### src/rst_pkg.sv
//~~~~~~~~~~~~~~~~~~~~~~~~~~~~~~~~~~~~~~~~~~~~~~~~~~~~~~~~~~~~~~~~~~~~~~~~~~
// Shared types for the clock and reset controller.
// Referenced from the RTL and the testbench by scoped names.
//~~~~~~~~~~~~~~~~~~~~~~~~~~~~~~~~~~~~~~~~~~~~~~~~~~~~~~~~~~~~~~~~~~~~~~~~~~
`default_nettype none

package rst_pkg;

   // interval counters, wide enough for ms prescaler and systick
   typedef logic [15:0] cnt_t;

   // button conditioner status towards the sequencer
   typedef struct packed {
      logic key_down;            // debounced press, or pll fault pending
      logic pwr_req;             // pll unlocked or long press
      logic pll_ok;              // synchronized lock
   } key_stat_t;

   // reset lines, all active high
   typedef struct packed {
      logic pwr_rst;             // power reset
      logic sys_rst;             // warm system reset
      logic dclo;                // dc low, released after sys_rst
      logic aclo;                // ac low, released last
   } rst_lines_t;

   // timebase outputs
   typedef struct packed {
      logic us;                  // 1 us enable pulse
      logic ms;                  // 1 ms enable pulse
      logic slow;                // slow clock enable
      logic irq;                 // system timer square wave
   } strobes_t;

   // reset sequencer states
   typedef enum logic [2:0] {
      st_power,                  // power reset held
      st_wait_ready,             // wait for sys_ready and button release
      st_dclo,                   // dclo width
      st_aclo,                   // aclo delay
      st_run                     // all lines released
   } seq_state_t;

endpackage : rst_pkg

`default_nettype wire

### src/rst_button_cond.sv
//~~~~~~~~~~~~~~~~~~~~~~~~~~~~~~~~~~~~~~~~~~~~~~~~~~~~~~~~~~~~~~~~~~~~~~~~~~
// Reset button and PLL lock conditioning.
// Synchronizes both pins, debounces the button on a local millisecond
// tick and flags long presses or lock loss as a power request.
//~~~~~~~~~~~~~~~~~~~~~~~~~~~~~~~~~~~~~~~~~~~~~~~~~~~~~~~~~~~~~~~~~~~~~~~~~~
`timescale 1ns/10ps
`default_nettype none

module rst_button_cond #(
   parameter int osc_per_ms  = 50000,  // osc_clk cycles per millisecond
   parameter int debounce_ms = 10,     // quiet time before release
   parameter int longkey_ms  = 1000    // hold time for a power request
) (
   input  logic               osc_clk,
   input  logic               pwr_event,  // async, active high
   input  logic               button_n,   // raw button, low when pressed
   input  logic               pll_lock,   // raw lock status
   output rst_pkg::key_stat_t key
);

   logic [1:0]    btn_sync;      // button synchronizer
   logic [1:0]    pll_sync;      // lock synchronizer
   logic          btn_ok;        // button released, synchronized
   logic          pll_ok;        // lock present, synchronized

   rst_pkg::cnt_t ms_cnt;        // millisecond prescaler
   logic          ms_tick;       // one cycle per millisecond
   rst_pkg::cnt_t db_cnt;        // quiet milliseconds so far
   rst_pkg::cnt_t kl_cnt;        // held milliseconds so far
   logic          key_down;
   logic          key_long;
   logic          pwr_req;

   // two flop synchronizers, cleared state looks like pressed and unlocked
   always_ff @(posedge osc_clk or posedge pwr_event)
   begin
      if (pwr_event)
      begin
         btn_sync <= '0;
         pll_sync <= '0;
      end
      else
      begin
         btn_sync <= {btn_sync[0], button_n};
         pll_sync <= {pll_sync[0], pll_lock};
      end
   end

   assign btn_ok = btn_sync[1];
   assign pll_ok = pll_sync[1];

   // free running ms tick, phase not tied to the button
   always_ff @(posedge osc_clk or posedge pwr_event)
   begin
      if (pwr_event)
      begin
         ms_cnt  <= '0;
         ms_tick <= 1'b0;
      end
      else if (ms_cnt == rst_pkg::cnt_t'(osc_per_ms - 1))
      begin
         ms_cnt  <= '0;
         ms_tick <= 1'b1;
      end
      else
      begin
         ms_cnt  <= ms_cnt + 1'b1;
         ms_tick <= 1'b0;
      end
   end

   // debouncer
   // any press or unlock restarts the quiet interval
   always_ff @(posedge osc_clk or posedge pwr_event)
   begin
      if (pwr_event)
      begin
         db_cnt   <= '0;
         key_down <= 1'b1;
      end
      else if (!btn_ok || !pll_ok)
      begin
         db_cnt   <= '0;
         key_down <= 1'b1;
      end
      else if (ms_tick)
      begin
         if (db_cnt < rst_pkg::cnt_t'(debounce_ms))
            db_cnt <= db_cnt + 1'b1;  // partial first tick not counted as quiet
         else
            key_down <= 1'b0;
      end
   end

   // long press detector, only runs while key_down is held
   always_ff @(posedge osc_clk or posedge pwr_event)
   begin
      if (pwr_event)
      begin
         kl_cnt   <= '0;
         key_long <= 1'b0;
      end
      else if (!key_down)
      begin
         kl_cnt   <= '0;
         key_long <= 1'b0;
      end
      else if (ms_tick)
      begin
         if (kl_cnt < rst_pkg::cnt_t'(longkey_ms - 1))
            kl_cnt <= kl_cnt + 1'b1;
         else
            key_long <= 1'b1;                 // held long enough
      end
   end

   // power request, registered
   always_ff @(posedge osc_clk or posedge pwr_event)
   begin
      if (pwr_event)
         pwr_req <= 1'b1;
      else
         pwr_req <= !pll_ok || key_long;
   end

   assign key = '{key_down: key_down, pwr_req: pwr_req, pll_ok: pll_ok};

endmodule : rst_button_cond

`default_nettype wire

### src/rst_sequencer.sv
//~~~~~~~~~~~~~~~~~~~~~~~~~~~~~~~~~~~~~~~~~~~~~~~~~~~~~~~~~~~~~~~~~~~~~~~~~~
// Reset sequencer.
// Holds power reset for a minimum width, waits for sys_ready, then
// releases sys_rst, DCLO and ACLO in that order. A press restarts
// the warm part of the sequence, a power request restarts all of it.
//~~~~~~~~~~~~~~~~~~~~~~~~~~~~~~~~~~~~~~~~~~~~~~~~~~~~~~~~~~~~~~~~~~~~~~~~~~
`timescale 1ns/10ps
`default_nettype none

module rst_sequencer #(
   parameter int pwr_width  = 7,    // min power reset width, cycles
   parameter int dclo_width = 15,   // min dclo width after sys_rst, cycles
   parameter int aclo_delay = 7     // aclo release after dclo, cycles
) (
   input  logic                osc_clk,
   input  logic                pwr_event,   // async, active high
   input  rst_pkg::key_stat_t  key,         // from button conditioner
   input  logic                sys_ready,   // system may leave reset
   output rst_pkg::rst_lines_t lines
);

   rst_pkg::seq_state_t state;
   rst_pkg::cnt_t       cnt;        // width and delay counter

   always_ff @(posedge osc_clk or posedge pwr_event)
   begin
      if (pwr_event)
      begin
         state <= rst_pkg::st_power;
         cnt   <= '0;
         lines <= '1;                        // everything held
      end
      else if (key.pwr_req)
      begin
         // power request wins from any state
         state <= rst_pkg::st_power;
         cnt   <= '0;
         lines <= '1;
      end
      else
      begin
         case (state)
            rst_pkg::st_power:
            begin
               if (cnt < rst_pkg::cnt_t'(pwr_width - 1))
                  cnt <= cnt + 1'b1;
               else
               begin
                  cnt           <= '0;
                  lines.pwr_rst <= 1'b0;
                  state         <= rst_pkg::st_wait_ready;
               end
            end

            rst_pkg::st_wait_ready:
            begin
               // memory controller etc may still be initializing
               if (sys_ready && !key.key_down)
               begin
                  cnt           <= '0;
                  lines.sys_rst <= 1'b0;
                  state         <= rst_pkg::st_dclo;
               end
            end

            rst_pkg::st_dclo, rst_pkg::st_aclo, rst_pkg::st_run:
            begin
               if (key.key_down)
               begin
                  // warm reset, pwr_rst left alone
                  cnt           <= '0;
                  lines.sys_rst <= 1'b1;
                  lines.dclo    <= 1'b1;
                  lines.aclo    <= 1'b1;
                  state         <= rst_pkg::st_wait_ready;
               end
               else if (state == rst_pkg::st_dclo)
               begin
                  if (cnt < rst_pkg::cnt_t'(dclo_width - 1))
                     cnt <= cnt + 1'b1;
                  else
                  begin
                     cnt        <= '0;
                     lines.dclo <= 1'b0;
                     state      <= rst_pkg::st_aclo;
                  end
               end
               else if (state == rst_pkg::st_aclo)
               begin
                  if (cnt < rst_pkg::cnt_t'(aclo_delay - 1))
                     cnt <= cnt + 1'b1;
                  else
                  begin
                     cnt        <= '0;
                     lines.aclo <= 1'b0;  // fully out of reset
                     state      <= rst_pkg::st_run;
                  end
               end
            end

            default:
            begin
               state <= rst_pkg::st_power;
               cnt   <= '0;
               lines <= '1;
            end
         endcase
      end
   end

endmodule : rst_sequencer

`default_nettype wire

### src/rst_timebase.sv
//~~~~~~~~~~~~~~~~~~~~~~~~~~~~~~~~~~~~~~~~~~~~~~~~~~~~~~~~~~~~~~~~~~~~~~~~~~
// System timebase.
// Produces 1 us, 1 ms and slow enable pulses plus the systick
// interrupt level. Everything restarts from zero while sys_rst is high.
//~~~~~~~~~~~~~~~~~~~~~~~~~~~~~~~~~~~~~~~~~~~~~~~~~~~~~~~~~~~~~~~~~~~~~~~~~~
`timescale 1ns/10ps
`default_nettype none

module rst_timebase #(
   parameter int clk_per_us = 50,     // cycles per microsecond
   parameter int systick_us = 20000,  // timer interrupt period in us
   parameter int slow_div   = 20      // slow strobe divisor
) (
   input  logic              osc_clk,
   input  logic              pwr_event,  // async, active high
   input  logic              sys_rst,    // sync clear of the whole timebase
   output rst_pkg::strobes_t strobes
);

   rst_pkg::cnt_t cyc_cnt;       // cycles within a us
   rst_pkg::cnt_t us_cnt;        // us within a ms
   rst_pkg::cnt_t st_cnt;        // us within a systick period
   rst_pkg::cnt_t sl_cnt;        // slow divider
   logic          ena_us;        // us wrap, strobes.us follows one cycle later

   always_ff @(posedge osc_clk or posedge pwr_event)
   begin
      if (pwr_event)
      begin
         cyc_cnt <= '0;
         us_cnt  <= '0;
         st_cnt  <= '0;
         sl_cnt  <= '0;
         ena_us  <= 1'b0;
         strobes <= '0;
      end
      else if (sys_rst)
      begin
         cyc_cnt <= '0;
         us_cnt  <= '0;
         st_cnt  <= '0;
         sl_cnt  <= '0;
         ena_us  <= 1'b0;
         strobes <= '0;
      end
      else
      begin
         // slow divider
         if (sl_cnt == rst_pkg::cnt_t'(slow_div - 1))
         begin
            sl_cnt       <= '0;
            strobes.slow <= 1'b1;
         end
         else
         begin
            sl_cnt       <= sl_cnt + 1'b1;
            strobes.slow <= 1'b0;
         end

         // microsecond prescaler
         if (cyc_cnt == rst_pkg::cnt_t'(clk_per_us - 1))
         begin
            cyc_cnt <= '0;
            ena_us  <= 1'b1;
         end
         else
         begin
            cyc_cnt <= cyc_cnt + 1'b1;
            ena_us  <= 1'b0;
         end
         strobes.us <= ena_us;  // registered copy

         // ms pulse lines up with the us pulse of the 1000th wrap
         strobes.ms <= ena_us && (us_cnt == rst_pkg::cnt_t'(999));

         if (ena_us)
         begin
            if (us_cnt == rst_pkg::cnt_t'(999))
               us_cnt <= '0;
            else
               us_cnt <= us_cnt + 1'b1;

            // systick, low first half, high second half
            if (st_cnt == rst_pkg::cnt_t'(systick_us - 1))
            begin
               st_cnt      <= '0;
               strobes.irq <= 1'b0;
            end
            else
            begin
               st_cnt <= st_cnt + 1'b1;
               if (st_cnt == rst_pkg::cnt_t'(systick_us / 2 - 1))
                  strobes.irq <= 1'b1;
            end
         end
      end
   end

endmodule : rst_timebase

`default_nettype wire

### src/rst_ctrl_top.sv
//~~~~~~~~~~~~~~~~~~~~~~~~~~~~~~~~~~~~~~~~~~~~~~~~~~~~~~~~~~~~~~~~~~~~~~~~~~
// Clock and reset controller top level.
// Button and PLL conditioning feed the reset sequencer, whose sys_rst
// gates the timebase. All timing parameters are set here.
//~~~~~~~~~~~~~~~~~~~~~~~~~~~~~~~~~~~~~~~~~~~~~~~~~~~~~~~~~~~~~~~~~~~~~~~~~~
`timescale 1ns/10ps
`default_nettype none

module rst_ctrl_top #(
   parameter int osc_per_ms  = 50000,  // osc_clk cycles per ms, button side
   parameter int debounce_ms = 10,
   parameter int longkey_ms  = 1000,
   parameter int pwr_width   = 7,
   parameter int dclo_width  = 15,
   parameter int aclo_delay  = 7,
   parameter int clk_per_us  = 50,
   parameter int systick_us  = 20000,
   parameter int slow_div    = 20
) (
   input  logic                osc_clk,
   input  logic                pwr_event,   // board power event, async
   input  logic                button_n,    // reset button, active low
   input  logic                pll_lock,
   input  logic                sys_ready,
   output rst_pkg::rst_lines_t lines,
   output rst_pkg::strobes_t   strobes
);

   rst_pkg::key_stat_t key;   // conditioner to sequencer

   rst_button_cond #(
      .osc_per_ms  (osc_per_ms),
      .debounce_ms (debounce_ms),
      .longkey_ms  (longkey_ms)
   ) u_button_cond (
      .osc_clk   (osc_clk),
      .pwr_event (pwr_event),
      .button_n  (button_n),
      .pll_lock  (pll_lock),
      .key       (key)
   );

   rst_sequencer #(
      .pwr_width  (pwr_width),
      .dclo_width (dclo_width),
      .aclo_delay (aclo_delay)
   ) u_sequencer (
      .osc_clk   (osc_clk),
      .pwr_event (pwr_event),
      .key       (key),
      .sys_ready (sys_ready),
      .lines     (lines)
   );

   // timebase only runs with the system out of warm reset
   rst_timebase #(
      .clk_per_us (clk_per_us),
      .systick_us (systick_us),
      .slow_div   (slow_div)
   ) u_timebase (
      .osc_clk   (osc_clk),
      .pwr_event (pwr_event),
      .sys_rst   (lines.sys_rst),
      .strobes   (strobes)
   );

endmodule : rst_ctrl_top

`default_nettype wire

### config.mk
export PLATFORM = sky130hd
export DESIGN_NAME = rst_ctrl_top
export DESIGN_NICKNAME = d
export VERILOG_FILES = /design/src/rst_pkg.sv /design/src/rst_button_cond.sv /design/src/rst_sequencer.sv /design/src/rst_timebase.sv /design/src/rst_ctrl_top.sv
export SDC_FILE = /design/constraint.sdc
export NUM_CORES = 1
export LEC_CHECK = 0
export BUFFER_PORTS_ARGS = -buffer_cell sky130_fd_sc_hd__buf_2
export CAP_MARGIN = 10
export CORE_ASPECT_RATIO = 0.9
export CORE_MARGIN = 2
export CORE_UTILIZATION = 45
export CTS_CLUSTER_SIZE = 10
export DETAILED_ROUTE_END_ITERATION = 16
export SLEW_MARGIN = 25
export SYNTH_ARGS = -nofsm -noshare
export SYNTH_HDL_FRONTEND = slang
export SYNTH_SLANG_ARGS = --single-unit
### constraint.sdc
create_clock -name osc_clk -period 13.5 [get_ports osc_clk]
set_clock_uncertainty 0.15 [all_clocks]
set_input_delay 1.35 -clock osc_clk [delete_from_list [all_inputs] [get_ports osc_clk]]
set_output_delay 1.35 -clock osc_clk [all_outputs]
set_load 0.1 [all_outputs]
== After elaboration in Yosys (flattened, before gate mapping) ==
Cells that the tools add are included.
Widths: inputs -> output; s select.

* Register bits: 148
* Input port bits: 5
* Output and inout port bits: 8
* Word-level logic and storage cells: 150

* Add/sub/neg operators: 8
* Order comparisons: 4
* Equal/unequal tests: 28
* Multiplexer cells: 60
* Reductions and logical operators: 26

{| class="wikitable"
|+ Operators by type and width
! operator !! count
|-
| $mux 16 || 24
|-
| $add 16x1->16 const B || 8
|-
| $pmux 16 s3 || 1
|-
| $lt 16x4->1 const B || 2
|-
| $mux 3 || 8
|-
| $mux 1 || 20
|-
| $eq 16x10->1 const B || 1
|-
| $eq 16x14->1 const B || 1
|-
| $eq 16x15->1 const B || 1
|-
| $eq 16x16->1 const B || 1
|-
| $eq 16x5->1 const B || 1
|-
| $eq 16x6->1 const B || 1
|-
| $lt 16x10->1 const B || 1
|-
| $lt 16x3->1 const B || 1
|-
| $reduce_and 2->1 || 7
|-
| $ne 4x4->1 const B || 3
|-
| $pmux 3 s3 || 1
|-
| $mux 4 || 2
|-
| $ne 2x1->1 const B || 4
|-
| $ne 4x3->1 const B || 2
|-
| $eq 3x2->1 const B || 2
|-
| $ne 2x2->1 const B || 3
|-
| $ne 3x3->1 const B || 2
|-
| $reduce_and 3->1 || 2
|-
| 21 further kinds || 27
|}

== Longest topological paths before layout ==
* Word-level depth: 7
* Gate-level depth with buffers: 8
* Gate-level depth less buffers: 6

== Modules after synthesis ==
Synthesis repeated with hierarchy kept, for this count alone.

* Cells, all modules: 731
* Area, all modules: 7,269.5 µm²

{| class="wikitable"
|+ Modules (own cells, without submodules)
! module !! instances !! cells an instance !! area an instance (µm²) !! sequential area each (µm²)
|-
| rst_timebase || 1 || 380 || 3,613.5 || 1,726.7
|-
| rst_button_cond || 1 || 213 || 2,382.3 || 1,403.8
|-
| rst_sequencer || 1 || 138 || 1,273.7 || 580.6
|}

== Least setup slack after synthesis ==
OpenSTA, ideal clock, no wires.

* Path type: input -> register
* Start point: input sys_ready
* End point: register u_sequencer.cnt[10]
* Library setup time: 139 ps
* Arrival: 2,331 ps
* Data required time: 13,211 ps
* Setup slack: 10,880 ps
* Cell stages on the path: 6
* Path buffers: 1
* Cells stage by stage: nor2b_1 o31ai_1 and2_1 buf_2 nor2_1 nor2_1

* Longest elaborated chain between the ends: 3

{| class="wikitable"
|+ Ends and longest elaborated chain
! element !! line !! RTL
|-
| start, declared || rst_ctrl_top.sv:24 || <nowiki>input logic sys_ready,</nowiki>
|-
| $logic_and 1x1->1 || rst_sequencer.sv:58 || <nowiki>if (sys_ready && !key.key_down)</nowiki>
|-
| $ne 3x2->1 (no line) || n/a ||
|-
| $reduce_and 2->1 (no line) || n/a ||
|-
| end signal, assigned || rst_sequencer.sv:46 || <nowiki>cnt <= cnt + 1'b1;</nowiki>
|-
| end signal, assigned || rst_sequencer.sv:80 || <nowiki>cnt <= cnt + 1'b1;</nowiki>
|-
| end signal, assigned || rst_sequencer.sv:91 || <nowiki>cnt <= cnt + 1'b1;</nowiki>
|-
| end, declared || rst_sequencer.sv:23 || <nowiki>rst_pkg::cnt_t cnt;</nowiki>
|}

No other way between the ends.
A chain may end at the register's enable or synchronous reset.

== Worst setup path after layout ==
* Start point: register u_sequencer.lines[2] (netlist name)
* End point: output lines[2] in the netlist's numbering

{| class="wikitable"
|+ RTL lines
! element !! line !! RTL
|-
| end, declared || rst_ctrl_top.sv:25 || <nowiki>output rst_pkg::rst_lines_t lines,</nowiki>
|}

No word-level cell between the ends.

==> results.cfg <==
[clocking]
clock_path_buffers = 2
post-cts-setup-buffers = 0
numCtsBuffers = 17
clock_sinks = 148
tritoncts = yes
clockRootBuffer = clkbuf_16
post_cts_resized = 0
clock_latency_ns = 0.42
cts_hold_buf = 0
htreeDepth = 4
path_clk_slew_ns = 0.06

[worst_setup_path]
r2r-start = u_timebase.st_cnt[0]
setup.worst_path.start = u_sequencer.lines[2]
path_cells = buf_2
critical_path.top_delay_family = flip-flops
required_ns = 12.00
cp_data_arrival_time_ns = 1.78
r2r_cells = 6
crit_buf_inv = 1
worstSetupPathType = flop to primary output
path_max_fanout = 26
cp-end-kind = primary output
max_stage_delay_ns = 0.83
start_kind = flop
cp_slowest_cell = dfstp_2
worst-path-stages = 1

[yosys]
synthFlopType = dfrtp_1
yosysWarnings = 0
yosys_register_bits = 148
seq_area_frac_synth_pct = 52.7
postSynthCellCount = 716
synth.most_common_cell = dfrtp_1
netlist_top_cells_area = dfrtp_1 (50%), nor2_1 (5.5%), xnor2_1 (3.4%)
async_flop_share_pct = 100
syn_nets = 730
synth_area_sq_um = 7040
synth-edff-count = 0
ys_types = 60
netlist_top_cells_count = dfrtp_1 (142), nor2_1 (104), nand2_1 (62)
synth_area_leader_cell = dfrtp_1
avgSynthCellArea_sq_um = 9.83
synth_top_area_share_pct = 50.5

[hold_path]
worstHoldStart = u_button_cond.btn_sync[0]
hp-class = flop to flop
worstHoldPathCells = 0

[outcome]
run_status = complete, no violations

[timing]
tightest_slew_ns = 0.912
fin_crit_ns = 3.28
relSlewSlack_pct = 38.7
slew_viol_final = 0
period_share_pct = 24.3
setup_viol = 0
hold_viol = 0
fmax_mhz = 305
rsz0062_at_grt = false
finalSetupTns_ns = 0

[cells_and_area]
syn2layout_area_growth_pct = 10.9
drive_gt1_share_pct = 8.86
final_nets = 735
n_antenna_cell = 0
instances_no_fill = 936
n_fill_cell = 1382

[pwr]
p_per_area_nw_per_um2 = 128
p_sw_share_pct = 26.3
p_leak_nw = 3.40
power.internal_mw = 0.735
seqPwrFrac_pct = 47.6
p_total_mw = 0.998
peakVddDrop_mv = 0.0878
power.switching_mw = 0.263
comb_power_share_pct = 7.7
clkPwrFrac_pct = 44.7

[place]
gp_congestion = 0.783
placement.io_buffers = 12
place_hpwl_mm = 8.68
dpl.cell_count = 904

[grt]
grt_first_pass_wirelength_mm = 23.6
grt_max_degree = 92
grt_pass1_vias = 5148
grt_overflow = 0
groute.usage.overall_pct = 17.7
antenna_found_initial = 0

[die]
initial_core_util_pct = 45.9
ios = 13
die_h_um = 123
die-area_sq_um = 16700
die_w_um = 136
core_sq_um = 15300
row_count = 43

[drt]
viasPerCell = 5.51
postRouteAntennaNets = 0
dr_total_vias = 5154
drt_wl_total_mm = 13.4
wl_per_cell_um = 14.4
drt_iter0_drc = 330
drt-pass1-iter-count = 4
drc = 0

[run]
max_cap_violations = 0
state kept, by name, summed over array words and instances, names as in the netlist, 2 cells and up:
| name | count |
|---|---|
| u_button_cond.db_cnt | 16 |
| u_button_cond.kl_cnt | 16 |
| u_button_cond.ms_cnt | 16 |
| u_sequencer.cnt | 16 |
| u_timebase.cyc_cnt | 16 |
| u_timebase.sl_cnt | 16 |
| u_timebase.st_cnt | 16 |
| u_timebase.us_cnt | 16 |
| u_sequencer.lines | 4 |
| u_timebase.strobes | 4 |
| u_sequencer.state | 3 |
| u_button_cond.btn_sync | 2 |
| u_button_cond.pll_sync | 2 |
layout by cell type, fill, tap and decap left out, drive strengths merged, types with 10 or more instances in the layout:
cell	synthesis	layout
a21oi	25	25
a31oi	13	13
and2	10	10
and3	29	29
buf	9	13
clkbuf	18	20
dfrtp	142	142
inv	14	14
nand2	62	62
nand3	38	38
nand4	26	26
nor2	104	104
nor3	20	20
nor4	22	22
o21ai	30	30
xnor2	27	27
xor2	27	27
final cells by class:
cell class,count,area (sq um),share of cell area [%]
Clock buffer,20,457,5.85
Multi-Input combinational cell,527,3150,40.4
Inverter,14,57.6,0.737
Sequential cell,148,3710,47.5
Tap cell,202,253,3.24
Clock inverter,12,108,1.38
Timing Repair Buffer,13,67.6,0.865
power groups by stage:
stage | Clock [mW] | Combinational, mW | Sequential, mW
2_1_floorplan | 0 | 0.0699 | 0.474
3_3_place_gp | 0 | 0.0769 | 0.482
3_5_place_dp | 0 | 0.0779 | 0.483
4_1_cts | 0.460 | 0.0785 | 0.475
5_1_grt | 0.478 | 0.0874 | 0.478
6_report | 0.446 | 0.0770 | 0.475
kinds of logic (layout without fill, tap and decap cells):
group | after synthesis | in the layout | share of synthesized area, %
and+or+nand+nor | 361 | 361 | 27.2
AOI/OAI and AO/OA | 98 | 98 | 8.60
adders and majority gates | 9 | 9 | 1.60
buffers and inverters | 41 | 59 | 2.47
muxes | 5 | 5 | 0.711
DFF | 148 | 148 | 52.7
xor gates and xnor gates | 54 | 54 | 6.72
worst paths after layout:
path                                             endpoint  slack [ns]
worst max-delay path                             lines[2]       10.22
worst min register to register  u_button_cond.btn_sync[1]        0.21
min in group asynchronous         u_button_cond.ms_cnt[6]        0.95
worst max register to register      u_timebase.st_cnt[11]       10.94
max in group asynchronous           u_timebase.cyc_cnt[7]       10.99
worst min-delay path            u_button_cond.btn_sync[1]        0.21
stage by stage:
step	cell area, sq um	hold WS (ns)	util (%)	setup WS (ns)
floorplan	7040	0.181	-	8.03
global placement	7240	0.192	47.2	10.51
detailed placement	7240	0.199	47.2	10.45
CTS	7810	0.213	50.9	10.19
global route	7810	0.218	50.9	10.15
finish	7810	0.205	50.9	10.22
layer usage:
metal | part of all wire (%) | GRT usage [%]
met2 | 46 | 27.6
met5 | 0 | 0
met3 | 3.0 | 4.92
met1 | 50 | 23.7
met4 | 1.0 | 6.38
Note: power is estimated with default switching activity, not from simulation.
